**src/at_format_pkg.sv**
```systemverilog
// record layout is fixed little endian, reserved command bits are ignored by the decoder
package at_format_pkg;

  // one byte of either stream
  typedef logic [7:0] byte_t;

  // one UUT operand
  typedef logic [31:0] operand_t;

  // UUT output, one bit wider than the operands to hold a carry
  typedef logic [32:0] uut_result_t;

  // UUT rate selection, period is 2**sel system clocks
  typedef logic [1:0] clk_sel_t;

  // bytes per operand in a test record
  localparam int OPERAND_BYTES = $bits(operand_t) / 8;

  // command byte plus two operands
  localparam int REC_IN_BYTES = 1 + 2 * OPERAND_BYTES;

  // status byte plus five result bytes, unused upper result bits are zero
  localparam int REC_OUT_BYTES = 6;

  // clk_sel sits in the low bits of the command byte
  localparam int CMD_SEL_LSB = 0;

endpackage

```
**src/at_ctrl_pkg.sv**
```systemverilog
// status codes are one byte; only OK and TIMEOUT are ever produced
package at_ctrl_pkg;

  // first byte of every result record
  typedef logic [7:0] at_status_t;

  localparam at_status_t STATUS_OK = 8'h00;
  localparam at_status_t STATUS_TIMEOUT = 8'h01;

  // sequencer phases for one record
  typedef enum logic [1:0] {
    SEQ_IDLE,
    SEQ_RESET,
    SEQ_RUN,
    SEQ_DONE
  } seq_state_t;

  // decoder field being collected
  typedef enum logic [1:0] {
    DEC_CMD,
    DEC_OPA,
    DEC_OPB
  } dec_state_t;

endpackage

```
**src/vector_decoder.sv**
```systemverilog
// source must hold IN_CREDITS credits at reset and never send without one
`timescale 1ns/1ps

module vector_decoder import at_format_pkg::*, at_ctrl_pkg::*; #(
  parameter int IN_CREDITS = 4
) (
  input  logic     clk,
  input  logic     rst_n,
  input  logic     in_valid,
  input  byte_t    in_byte,
  output logic     in_credit,
  output logic     rec_valid,
  input  logic     rec_ready,
  output clk_sel_t rec_sel,
  output operand_t rec_a,
  output operand_t rec_b
);

  localparam int PTR_W = (IN_CREDITS > 1) ? $clog2(IN_CREDITS) : 1;
  localparam int FILL_W = $clog2(IN_CREDITS + 1);

  byte_t             buf_mem [IN_CREDITS];
  logic [PTR_W-1:0]  wr_ptr;
  logic [PTR_W-1:0]  rd_ptr;
  logic [FILL_W-1:0] fill;
  logic              pop;
  byte_t             pop_byte;

  dec_state_t        state;
  logic [3:0]        byte_cnt;

  // holding register frees up on the same cycle the sequencer takes it
  assign pop = (fill != '0) && (!rec_valid || rec_ready);
  assign pop_byte = buf_mem[rd_ptr];

  always_ff @(posedge clk) begin
    if (in_valid) begin
      buf_mem[wr_ptr] <= in_byte;
    end
  end

  always_ff @(posedge clk or negedge rst_n) begin
    if (!rst_n) begin
      wr_ptr <= '0;
      rd_ptr <= '0;
      fill <= '0;
      in_credit <= 1'b0;
    end else begin
      if (in_valid) begin
        wr_ptr <= (wr_ptr == PTR_W'(IN_CREDITS - 1)) ? '0 : wr_ptr + 1'b1;
      end
      if (pop) begin
        rd_ptr <= (rd_ptr == PTR_W'(IN_CREDITS - 1)) ? '0 : rd_ptr + 1'b1;
      end
      fill <= fill + FILL_W'(in_valid) - FILL_W'(pop);
      // every popped byte hands one credit back to the source
      in_credit <= pop;
    end
  end

  // record parser
  always_ff @(posedge clk or negedge rst_n) begin
    if (!rst_n) begin
      state <= DEC_CMD;
      byte_cnt <= '0;
      rec_valid <= 1'b0;
    end else begin
      if (rec_valid && rec_ready) begin
        rec_valid <= 1'b0;
      end
      if (pop) begin
        case (state)
          DEC_CMD: begin
            state <= DEC_OPA;
            byte_cnt <= 4'd1;
          end
          DEC_OPA: begin
            if (byte_cnt == 4'(OPERAND_BYTES)) begin
              state <= DEC_OPB;
            end
            byte_cnt <= byte_cnt + 1'b1;
          end
          default: begin
            if (byte_cnt == 4'(REC_IN_BYTES - 1)) begin
              state <= DEC_CMD;
              byte_cnt <= '0;
              rec_valid <= 1'b1;
            end else begin
              byte_cnt <= byte_cnt + 1'b1;
            end
          end
        endcase
      end
    end
  end

  // operands arrive LSB first, so shift in from the top
  always_ff @(posedge clk) begin
    if (pop) begin
      case (state)
        DEC_CMD: rec_sel <= pop_byte[CMD_SEL_LSB +: $bits(clk_sel_t)];
        DEC_OPA: rec_a <= {pop_byte, rec_a[$bits(operand_t)-1:8]};
        default: rec_b <= {pop_byte, rec_b[$bits(operand_t)-1:8]};
      endcase
    end
  end

  // the source must respect the returned credits
  assert property (@(posedge clk) disable iff (!rst_n)
    in_valid |-> (fill < FILL_W'(IN_CREDITS)))
    else $error("byte pushed into a full input buffer");

endmodule

```
**src/uut_clock_gen.sv**
```systemverilog
// produces an enable, not a clock; the UUT must be clocked by clk and qualified by uut_clk_en
`timescale 1ns/1ps

module uut_clock_gen import at_format_pkg::*; (
  input  logic     clk,
  input  logic     rst_n,
  input  clk_sel_t clk_sel,
  output logic     uut_clk_en
);

  localparam int DIV_W = 3;

  logic [DIV_W-1:0] div_cnt;
  logic [DIV_W-1:0] sel_mask;
  logic             tick;

  // low clk_sel bits of the counter take part in the compare
  assign sel_mask = (DIV_W'(1) << clk_sel) - DIV_W'(1);
  assign tick = &(div_cnt | ~sel_mask);

  always_ff @(posedge clk or negedge rst_n) begin
    if (!rst_n) begin
      div_cnt <= '0;
      uut_clk_en <= 1'b0;
    end else begin
      div_cnt <= div_cnt + 1'b1;
      // one pulse per 2**clk_sel cycles
      uut_clk_en <= tick;
    end
  end

endmodule

```
**src/uut_sequencer.sv**
```systemverilog
// RST_CYCLES must be at least 2; UUT result is only sampled on the first end_uut cycle
`timescale 1ns/1ps

module uut_sequencer import at_format_pkg::*, at_ctrl_pkg::*; #(
  parameter int RST_CYCLES = 4,
  parameter int TIMEOUT_CYCLES = 200
) (
  input  logic        clk,
  input  logic        rst_n,
  input  logic        rec_valid,
  output logic        rec_ready,
  input  clk_sel_t    rec_sel,
  input  operand_t    rec_a,
  input  operand_t    rec_b,
  output clk_sel_t    clk_sel,
  output logic        rst_uut,
  output operand_t    operand_a,
  output operand_t    operand_b,
  input  logic        end_uut,
  input  uut_result_t uut_result,
  output logic        res_valid,
  input  logic        res_ready,
  output at_status_t  res_status,
  output uut_result_t res_data
);

  localparam int MAX_CNT = (TIMEOUT_CYCLES > RST_CYCLES) ? TIMEOUT_CYCLES : RST_CYCLES;
  localparam int CNT_W = $clog2(MAX_CNT + 1);

  seq_state_t       state;
  logic [CNT_W-1:0] cnt;

  assign rec_ready = (state == SEQ_IDLE);

  always_ff @(posedge clk or negedge rst_n) begin
    if (!rst_n) begin
      state <= SEQ_IDLE;
      cnt <= '0;
      rst_uut <= 1'b1;
      clk_sel <= '0;
      operand_a <= '0;
      operand_b <= '0;
      res_valid <= 1'b0;
    end else begin
      case (state)
        SEQ_IDLE: begin
          if (rec_valid) begin
            clk_sel <= rec_sel;
            operand_a <= rec_a;
            operand_b <= rec_b;
            cnt <= '0;
            state <= SEQ_RESET;
          end
        end
        SEQ_RESET: begin
          // release lands RST_CYCLES after the handshake
          if (cnt == CNT_W'(RST_CYCLES - 2)) begin
            rst_uut <= 1'b0;
            cnt <= '0;
            state <= SEQ_RUN;
          end else begin
            cnt <= cnt + 1'b1;
          end
        end
        SEQ_RUN: begin
          if (end_uut || cnt == CNT_W'(TIMEOUT_CYCLES - 1)) begin
            res_valid <= 1'b1;
            state <= SEQ_DONE;
          end else begin
            cnt <= cnt + 1'b1;
          end
        end
        default: begin
          if (res_ready) begin
            res_valid <= 1'b0;
            rst_uut <= 1'b1;
            state <= SEQ_IDLE;
          end
        end
      endcase
    end
  end

  // result payload
  always_ff @(posedge clk) begin
    if (state == SEQ_RUN) begin
      if (end_uut) begin
        res_status <= STATUS_OK;
        res_data <= uut_result;
      end else begin
        res_status <= STATUS_TIMEOUT;
        res_data <= '0;
      end
    end
  end

  assert property (@(posedge clk) disable iff (!rst_n)
    (state == SEQ_RESET) |-> rst_uut)
    else $error("UUT out of reset during reset phase");

  // reset pulse length as seen by the UUT
  assert property (@(posedge clk) disable iff (!rst_n)
    (rec_valid && rec_ready) |-> rst_uut [*RST_CYCLES] ##1 !rst_uut)
    else $error("UUT reset length differs from RST_CYCLES");

endmodule

```
**src/result_packer.sv**
```systemverilog
// sink must return exactly one out_credit per byte received, starting from OUT_CREDITS
`timescale 1ns/1ps

module result_packer import at_format_pkg::*, at_ctrl_pkg::*; #(
  parameter int OUT_CREDITS = 2
) (
  input  logic        clk,
  input  logic        rst_n,
  input  logic        res_valid,
  output logic        res_ready,
  input  at_status_t  res_status,
  input  uut_result_t res_data,
  output logic        out_valid,
  output byte_t       out_byte,
  input  logic        out_credit
);

  localparam int CRED_W = $clog2(OUT_CREDITS + 1);
  localparam int SHIFT_W = REC_OUT_BYTES * 8;
  localparam int PAD_W = SHIFT_W - $bits(at_status_t) - $bits(uut_result_t);

  logic [CRED_W-1:0]  credits;
  logic [SHIFT_W-1:0] shift_q;
  logic [2:0]         byte_cnt;
  logic               busy;
  logic               send;

  assign res_ready = !busy;
  assign send = busy && (credits != '0);

  always_ff @(posedge clk or negedge rst_n) begin
    if (!rst_n) begin
      credits <= CRED_W'(OUT_CREDITS);
      byte_cnt <= '0;
      busy <= 1'b0;
      out_valid <= 1'b0;
    end else begin
      credits <= credits - CRED_W'(send) + CRED_W'(out_credit);
      out_valid <= send;
      if (res_valid && !busy) begin
        busy <= 1'b1;
        byte_cnt <= '0;
      end else if (send) begin
        byte_cnt <= byte_cnt + 1'b1;
        // last byte frees the packer for the next result
        if (byte_cnt == 3'(REC_OUT_BYTES - 1)) begin
          busy <= 1'b0;
        end
      end
    end
  end

  // status first, then result bytes LSB first
  always_ff @(posedge clk) begin
    if (res_valid && !busy) begin
      shift_q <= {{PAD_W{1'b0}}, res_data, res_status};
    end else if (send) begin
      shift_q <= shift_q >> 8;
    end
    if (send) begin
      out_byte <= shift_q[7:0];
    end
  end

  // a sink returning more credits than it was given breaks the flow control
  assert property (@(posedge clk) disable iff (!rst_n)
    credits <= CRED_W'(OUT_CREDITS))
    else $error("output credit counter above OUT_CREDITS");

endmodule

```
**src/autotest_top.sv**
```systemverilog
// UUT runs on clk qualified by uut_clk_en; storage host is outside, reached through the byte streams
`timescale 1ns/1ps

module autotest_top import at_format_pkg::*, at_ctrl_pkg::*; #(
  parameter int IN_CREDITS = 4,
  parameter int OUT_CREDITS = 2,
  parameter int RST_CYCLES = 4,
  parameter int TIMEOUT_CYCLES = 200
) (
  input  logic        clk,
  input  logic        rst_n,
  input  logic        in_valid,
  input  byte_t       in_byte,
  output logic        in_credit,
  output logic        out_valid,
  output byte_t       out_byte,
  input  logic        out_credit,
  output logic        rst_uut,
  output logic        uut_clk_en,
  output operand_t    operand_a,
  output operand_t    operand_b,
  input  logic        end_uut,
  input  uut_result_t uut_result
);

  // decoder to sequencer
  logic        rec_valid;
  logic        rec_ready;
  clk_sel_t    rec_sel;
  operand_t    rec_a;
  operand_t    rec_b;

  // sequencer to packer
  logic        res_valid;
  logic        res_ready;
  at_status_t  res_status;
  uut_result_t res_data;

  clk_sel_t    clk_sel;

  vector_decoder #(
    .IN_CREDITS(IN_CREDITS)
  ) decoder_i (
    .clk(clk),
    .rst_n(rst_n),
    .in_valid(in_valid),
    .in_byte(in_byte),
    .in_credit(in_credit),
    .rec_valid(rec_valid),
    .rec_ready(rec_ready),
    .rec_sel(rec_sel),
    .rec_a(rec_a),
    .rec_b(rec_b)
  );

  uut_clock_gen clock_gen_i (
    .clk(clk),
    .rst_n(rst_n),
    .clk_sel(clk_sel),
    .uut_clk_en(uut_clk_en)
  );

  uut_sequencer #(
    .RST_CYCLES(RST_CYCLES),
    .TIMEOUT_CYCLES(TIMEOUT_CYCLES)
  ) sequencer_i (
    .clk(clk),
    .rst_n(rst_n),
    .rec_valid(rec_valid),
    .rec_ready(rec_ready),
    .rec_sel(rec_sel),
    .rec_a(rec_a),
    .rec_b(rec_b),
    .clk_sel(clk_sel),
    .rst_uut(rst_uut),
    .operand_a(operand_a),
    .operand_b(operand_b),
    .end_uut(end_uut),
    .uut_result(uut_result),
    .res_valid(res_valid),
    .res_ready(res_ready),
    .res_status(res_status),
    .res_data(res_data)
  );

  result_packer #(
    .OUT_CREDITS(OUT_CREDITS)
  ) packer_i (
    .clk(clk),
    .rst_n(rst_n),
    .res_valid(res_valid),
    .res_ready(res_ready),
    .res_status(res_status),
    .res_data(res_data),
    .out_valid(out_valid),
    .out_byte(out_byte),
    .out_credit(out_credit)
  );

endmodule

```
**config.mk**
```make
export PLATFORM = sky130hd
export DESIGN_NAME = autotest_top
export DESIGN_NICKNAME = d
export VERILOG_FILES = /design/src/at_format_pkg.sv /design/src/at_ctrl_pkg.sv /design/src/vector_decoder.sv /design/src/uut_clock_gen.sv /design/src/uut_sequencer.sv /design/src/result_packer.sv /design/src/autotest_top.sv
export SDC_FILE = /design/constraint.sdc
export NUM_CORES = 1
export LEC_CHECK = 0
export BUFFER_PORTS_ARGS = -buffer_cell sky130_fd_sc_hd__buf_2
export CORE_MARGIN = 3
export CORE_UTILIZATION = 46
export DETAILED_ROUTE_END_ITERATION = 10
export PLACE_DENSITY = 0.71
export SETUP_SLACK_MARGIN = 0.3
export SKIP_LAST_GASP = 1
export SYNTH_ARGS = -nofsm -noshare
export SYNTH_HDL_FRONTEND = slang
export SYNTH_SLANG_ARGS = --single-unit
```
**constraint.sdc**
```tcl
create_clock -name clk -period 11.8 [get_ports clk]
set_input_delay 2.36 -clock clk [delete_from_list [all_inputs] [get_ports clk]]
set_output_delay 2.36 -clock clk [all_outputs]
set_load 0.01 [all_outputs]
```
* After elaboration in Yosys (flattened, before gate mapping) *
Memory sizes are Yosys's and may differ from the RTL's.
Cells that the tools add are included.

storage, ports and cells
  register bits after elaboration = 260
  RAM bits = 32
  bits of input ports = 46
  output and inout bits = 76
  memories = 1

memories
  memory             words  width  read ports  clocked after Yosys merged registers in  write ports  RTL line              source
  decoder_i.buf_mem  4      8      1           0                                        1            vector_decoder.sv:22  byte_t buf_mem [IN_CREDITS];

cells by class
  $add $sub $neg = 11
  equality and inequality tests = 18
  shift-type cells = 1
  mux-type cells = 36
  bitwise operators = 5
  reduce and logical (&&, ||, !) cells = 30

operators with widths
  kind                   number
  $mux W41               2
  $mux W8                3
  $pmux W8 S3            1
  $mux W2                8
  $reduce_and A3 Y1      5
  $mux W1                14
  $reduce_and A2 Y1      5
  $reduce_bool A3 Y1     3
  $add A8 B1 Y8 const B  1
  $eq A8 B2 Y1 const B   1
  $eq A8 B8 Y1 const B   1
  $ne A2 B1 Y1 const B   4
  $pmux W4 S2            1
  $add A3 B1 Y3 const B  2
  $eq A2 B2 Y1 const B   3
  $mux W3                2
  $ne A2 B2 Y1 const B   3
  $pmux W2 S3            1
  $reduce_bool A2 Y1     3
  $reduce_or A2 Y1       3
  $add A2 B1 Y2 const B  2
  $add A4 B1 Y4 const B  1
  $eq A2 B1 Y1 const B   2
  $eq A4 B3 Y1 const B   1
  other kinds (20)       29

* Logic depth before layout (Yosys ltp) *
  word-level depth = 6
  mapped depth = 14
  mapped depth without buffers = 12

* Hierarchy *
A second synthesis with hierarchy kept.

second synthesis, totals
  cell total of the unflattened synthesis = 633
  area total of the unflattened synthesis = 11,151.9 µm²

by module, submodules not included
  module          times used  cells an instance  area an instance (µm²)
  uut_sequencer   1           306                4,570.6
  vector_decoder  1           190                4,003.8
  result_packer   1           126                2,432.3
  uut_clock_gen   1           11                 145.1

* Worst setup path after synthesis *
OpenSTA, ideal clock, no wires.

  path kind = register to register
  start = register sequencer_i.state[0]
  end = register decoder_i.rec_a[0], enable pin
  data arrival time = 3.493 ns
  data required time = 11.332 ns
  setup slack = 7.839 ns
  cell stages (with the launch flop) = 7
  path buffers = 1
  period minus slack after synthesis = 3.961 ns
  path through = dfrtp_1 -> inv_1 -> ha_1 -> nand2b_1 -> nand2b_1 -> clkbuf_1 -> nor3b_1

between the ends
  longest elaborated chain between the ends = 4

ends and longest elaborated chain
  item                                RTL line               source
  start, declared                     uut_sequencer.sv:30    seq_state_t state;
  start signal, assigned              uut_sequencer.sv:37    state <= SEQ_IDLE;
  start signal, assigned              uut_sequencer.sv:52    state <= SEQ_RESET;
  start signal, assigned              uut_sequencer.sv:60    state <= SEQ_RUN;
  $logic_not A2 Y1                    uut_sequencer.sv:33    assign rec_ready = (state == SEQ_IDLE);
  $logic_or A1 B1 Y1                  vector_decoder.sv:33   assign pop = (fill != '0) && (!rec_valid || rec_ready);
  $logic_and A1 B1 Y1                 vector_decoder.sv:33
  $reduce_and A2 Y1 (no source line)  n/a
  end signal, assigned                vector_decoder.sv:102  DEC_OPA: rec_a <= {pop_byte, rec_a[$bits(operand_t)-1:8]};
  end, declared                       vector_decoder.sv:15   output operand_t rec_a,

Every way passes these cells.
A chain may end at the register's enable or synchronous reset.

* Final worst setup path *
  start = register sequencer_i.rst_uut
  end = output rst_uut

RTL lines
  item                    RTL line             source
  start, declared         uut_sequencer.sv:16  output logic rst_uut,
  start signal, assigned  uut_sequencer.sv:39  rst_uut <= 1'b1;
  start signal, assigned  uut_sequencer.sv:58  rst_uut <= 1'b0;
  start signal, assigned  uut_sequencer.sv:76  rst_uut <= 1'b1;
  end, declared           autotest_top.sv:18   output logic rst_uut,

No word-level cell between the ends.

==> impl_metrics.xml <==
<?xml version="1.0" encoding="UTF-8"?>
<metrics>
  <group name="clock_network">
    <metric name="cts.htree.levels" unit="">1</metric>
    <metric name="post_cts_resized" unit="">0</metric>
    <metric name="clk_path_buf_depth" unit="">3</metric>
    <metric name="cts_hold_buffers" unit="">0</metric>
    <metric name="cts.sinks" unit="">285</metric>
    <metric name="tritoncts" unit="">built</metric>
    <metric name="clk_pin_slew" unit="ps">60</metric>
    <metric name="worst_skew_pair.late_latency" unit="ps">510</metric>
    <metric name="root_buffer" unit="">clkbuf_16</metric>
    <metric name="total_setup_buffers_inserted_after_cts" unit="">0</metric>
    <metric name="numCtsBuffers" unit="">27</metric>
  </group>
  <group name="yosys">
    <metric name="synth-edff-count" unit="">181</metric>
    <metric name="synthCells" unit="">678</metric>
    <metric name="yosysTopAreaCellShare" unit="%">50.3</metric>
    <metric name="synth_largest_area_cell" unit="">edfxtp_1</metric>
    <metric name="ys_types" unit="">52</metric>
    <metric name="synth_top_flop_cell" unit="">edfxtp_1</metric>
    <metric name="synth.ff_latch_count" unit="">285</metric>
    <metric name="post_synth_main_area_contributors" unit="">edfxtp_1, dfrtp_1, mux2_2</metric>
    <metric name="synth_seq_area_share" unit="%">74.5</metric>
    <metric name="mappedNetlistArea" unit="um2">10800</metric>
    <metric name="asr_flop_ratio_synth" unit="%">36.5</metric>
    <metric name="synthesis.area_per_instance" unit="um2">15.9</metric>
    <metric name="yosys_warnings" unit="">0</metric>
    <metric name="postSynthNetCount" unit="">745</metric>
  </group>
  <group name="worst_setup_path">
    <metric name="crit_buf_inv" unit="">1</metric>
    <metric name="crit_path_max_fanout" unit="">3</metric>
    <metric name="critical_path.endpoint_type" unit="">output port</metric>
    <metric name="crit_family" unit="">flip-flops</metric>
    <metric name="worstSetupStartpointType" unit="">flip-flop</metric>
    <metric name="cp-startpoint" unit="">sequencer_i.rst_uut$_DFFE_PN1P_</metric>
    <metric name="critical_path.slowest_cell" unit="">dfstp_2</metric>
    <metric name="timing.critical_path.arrival" unit="ps">1190</metric>
    <metric name="criticalPathCategory" unit="">flip-flop to output port</metric>
    <metric name="worst-endpoint-required" unit="ps">9440</metric>
    <metric name="reg2reg_from" unit="">sequencer_i.state[0]$_DFFE_PN0P_</metric>
    <metric name="cpPeakStageDelay" unit="ps">530</metric>
    <metric name="path_cells" unit="">buf_2</metric>
  </group>
  <group name="detailed_routing">
    <metric name="detail_route.vias_per_cell" unit="">4.81</metric>
    <metric name="vias" unit="">5508</metric>
    <metric name="detail_route.wl_per_cell" unit="um">15.5</metric>
    <metric name="route.detailed.drc" unit="">0</metric>
    <metric name="antenna_violating_nets_post_route" unit="">0</metric>
    <metric name="drtPass1Iterations" unit="">4</metric>
    <metric name="drt_first_iter_violations" unit="">332</metric>
    <metric name="postRouteWirelength" unit="um">17700</metric>
  </group>
  <group name="power">
    <metric name="power.share.combinational" unit="%">10.8</metric>
    <metric name="netSwitchingPower" unit="uW">576</metric>
    <metric name="ir_worst_vdd" unit="mV">0.0987</metric>
    <metric name="power_frac_clock" unit="%">34.9</metric>
    <metric name="total_leakage_power" unit="nW">5.32</metric>
    <metric name="switching_share" unit="%">23.7</metric>
    <metric name="power_density" unit="nW/um2">192</metric>
    <metric name="internal-power" unit="mW">1.85</metric>
    <metric name="sequential_share_of_power" unit="%">54.3</metric>
  </group>
  <group name="global_route">
    <metric name="largest_net_degree_at_the_start_of_global_routing" unit="">67</metric>
    <metric name="grt_first_pass_wirelength" unit="um">29300</metric>
    <metric name="track_usage" unit="%">14.0</metric>
    <metric name="gr-total-overflow" unit="">0</metric>
    <metric name="antenna_found_initial" unit="">0</metric>
    <metric name="number_of_global_route_vias_before_repair" unit="">5605</metric>
  </group>
  <group name="sta">
    <metric name="max_slew_margin" unit="%">27.5</metric>
    <metric name="skew" unit="ps">10.9</metric>
    <metric name="smallest_setup_slack_after_layout" unit="ps">8250</metric>
    <metric name="rsz0062_at_grt" unit="">no</metric>
    <metric name="finalMaxSlewViolations" unit="">0</metric>
    <metric name="tns" unit="ps">0</metric>
    <metric name="hold-worst-slack" unit="ps">421</metric>
    <metric name="max_freq" unit="MHz">282</metric>
    <metric name="post-route-period-util" unit="%">30.1</metric>
    <metric name="worstMarginPinSlew" unit="ps">1090</metric>
    <metric name="finalHoldViolCount" unit="">0</metric>
    <metric name="final_critical_period" unit="ps">3550</metric>
    <metric name="final-setup-viol-count" unit="">0</metric>
  </group>
  <group name="floorplanning">
    <metric name="num_io_pins" unit="">122</metric>
    <metric name="core_area" unit="um2">22800</metric>
    <metric name="fp.dieW" unit="um">159</metric>
    <metric name="die_area" unit="um2">25400</metric>
    <metric name="die_height" unit="um">159</metric>
    <metric name="start_util" unit="%">47.3</metric>
    <metric name="row_count" unit="">55</metric>
  </group>
  <group name="min_path">
    <metric name="holdCritStartpoint" unit="">packer_i.shift_q[4]$_SDFFCE_PP0P_</metric>
    <metric name="min-delay-path-class" unit="">flip-flop to flip-flop</metric>
  </group>
  <group name="placement">
    <metric name="pre_cts_ws" unit="ps">7870</metric>
    <metric name="post-dp-hpwl" unit="um">11300</metric>
    <metric name="numPortBuffers" unit="">121</metric>
    <metric name="placedInstanceArea" unit="um2">11800</metric>
    <metric name="finalWeightedCongestion" unit="">0.756</metric>
  </group>
  <group name="final_layout">
    <metric name="antenna_cells" unit="">0</metric>
    <metric name="postLayoutCellArea" unit="um2">12600</metric>
    <metric name="syn2layout_area_growth" unit="%">17.1</metric>
    <metric name="nNetsFinal" unit="">878</metric>
    <metric name="final_layout_size_suffix_gt1_share" unit="%">31.0</metric>
  </group>
  <group name="flow_run">
    <metric name="max_cap_viol_count" unit="">0</metric>
  </group>
  <group name="outcome">
    <metric name="run_status" unit="">finished, final reports clean</metric>
  </group>
</metrics>
synth_stat cells, drive strengths merged (2+ instances only):
master and count:
nor2 16, buf 2, o21ai 15, a31oi 3
a21oi 2, a21o 3, mux4 8, ha 20
and3 3, a221o 5, clkbuf 22, xnor2 4
mux2 68, nand3 6, or4 2, nand2b 3
nor3 6, or3 2, dfstp 2, nand4 2
a211oi 2, and2 53, edfxtp 181, xor2 2
dfrtp 102, o221ai 2, nand2 93, a22o 3
or2 3, inv 25
routing by layer:
layer / part of all wire (%) / track usage (%)
met1: 45 / 19.0
met2: 50 / 23.9
met3: 4.3 / 2.37
met4: 1.4 / 3.26
met5: 0 / 0
cell families (layout without fill, tap and decap cells):
family / count (synthesis) / in the layout / share of synthesized area [%]
AND/OR/NAND/NOR: 197 / 197 / 9.00
adder cells (fa/ha/maj): 21 / 21 / 2.50
multiplexers: 76 / 76 / 8.76
flip-flops: 285 / 285 / 74.5
buffers and inverters: 49 / 203 / 1.77
XOR/XNOR: 6 / 6 / 0.487
AO/OA/AOI/OAI: 44 / 44 / 3.02
final cells by class:
| class | instances | area (um2) |
|---|---|---|
| Tap cell | 313 | 392 |
| Clock buffer | 32 | 694 |
| Inverter | 25 | 93.8 |
| Multi-Input combinational cell | 344 | 2580 |
| Timing Repair Buffer | 128 | 661 |
| Clock inverter | 18 | 183 |
| Fill cell | 1869 | 10200 |
| Sequential cell | 285 | 8040 |
worst paths after layout:
kind | to | slack [ps] | cells past startpoint
worst max-delay path | rst_uut | 8250 | 1
worst min-delay path | packer_i.out_byte[4]$_DFFE_PP_ | 420 | 0
worst max register to register | sequencer_i.cnt[0]$_DFFE_PN0P_ | 8840 | 6
worst min register to register | packer_i.out_byte[4]$_DFFE_PP_ | 420 | 0
max in group asynchronous | sequencer_i.operand_a[14]$_DFFE_PN0P_ | 8740 | 2
min in group asynchronous | sequencer_i.operand_b[5]$_DFFE_PN0P_ | 1850 | 1
state kept, by name, indices dropped and copies added, names as in the netlist, 3 cells and up:
register	count
sequencer_i.cnt	8
clock_gen_i.div_cnt	3
packer_i.shift_q	41
decoder_i.byte_cnt	4
sequencer_i.res_data	33
packer_i.out_byte	8
packer_i.byte_cnt	3
decoder_i.rec_a	32
decoder_i.fill	3
decoder_i.buf_mem	32
decoder_i.rec_b	32
sequencer_i.operand_b	32
sequencer_i.operand_a	32
cell usage in the layout (no fill, tap or decap), drive strengths merged, types with 2 or more instances in the layout:
| cell type | netlist | routed |
|---|---|---|
| xnor2 | 4 | 4 |
| a221o | 5 | 5 |
| nand3 | 6 | 6 |
| nand2b | 3 | 3 |
| clkbuf | 22 | 32 |
| mux2 | 68 | 68 |
| mux4 | 8 | 8 |
| xor2 | 2 | 2 |
| and3 | 3 | 3 |
| and2 | 53 | 53 |
| o221ai | 2 | 2 |
| dfstp | 2 | 2 |
| nand2 | 93 | 93 |
| edfxtp | 181 | 181 |
| a22o | 3 | 3 |
| a21o | 3 | 3 |
| buf | 2 | 128 |
| nor3 | 6 | 6 |
| ha | 20 | 20 |
| a31oi | 3 | 3 |
| bufinv | 0 | 4 |
| or2 | 3 | 3 |
| nor2 | 16 | 16 |
| a211oi | 2 | 2 |
| dfrtp | 102 | 102 |
| or3 | 2 | 2 |
| or4 | 2 | 2 |
| clkinv | 0 | 13 |
| a21oi | 2 | 2 |
| o21ai | 15 | 15 |
| inv | 25 | 26 |
| nand4 | 2 | 2 |
power groups by stage:
stage | combinational (mW) | sequential, mW | clock (mW)
after global placement | 0.262 | 1.34 | 0
after global routing | 0.297 | 1.34 | 0.914
after CTS | 0.270 | 1.32 | 0.871
after floorplan | 0.198 | 1.31 | 0
final | 0.261 | 1.32 | 0.848
after detailed placement | 0.268 | 1.34 | 0
per-stage QoR:
stage | utilization, % | instances | power (mW)
2_1_floorplan | - | 678 | 1.51
3_3_place_gp | 51.5 | 1095 | 1.60
3_5_place_dp | 51.5 | 1095 | 1.61
4_1_cts | 55.3 | 1145 | 2.46
5_1_grt | 55.3 | 1145 | 2.55
6_report | 55.3 | 1145 | 2.43
(Power assumes the default switching activity.)
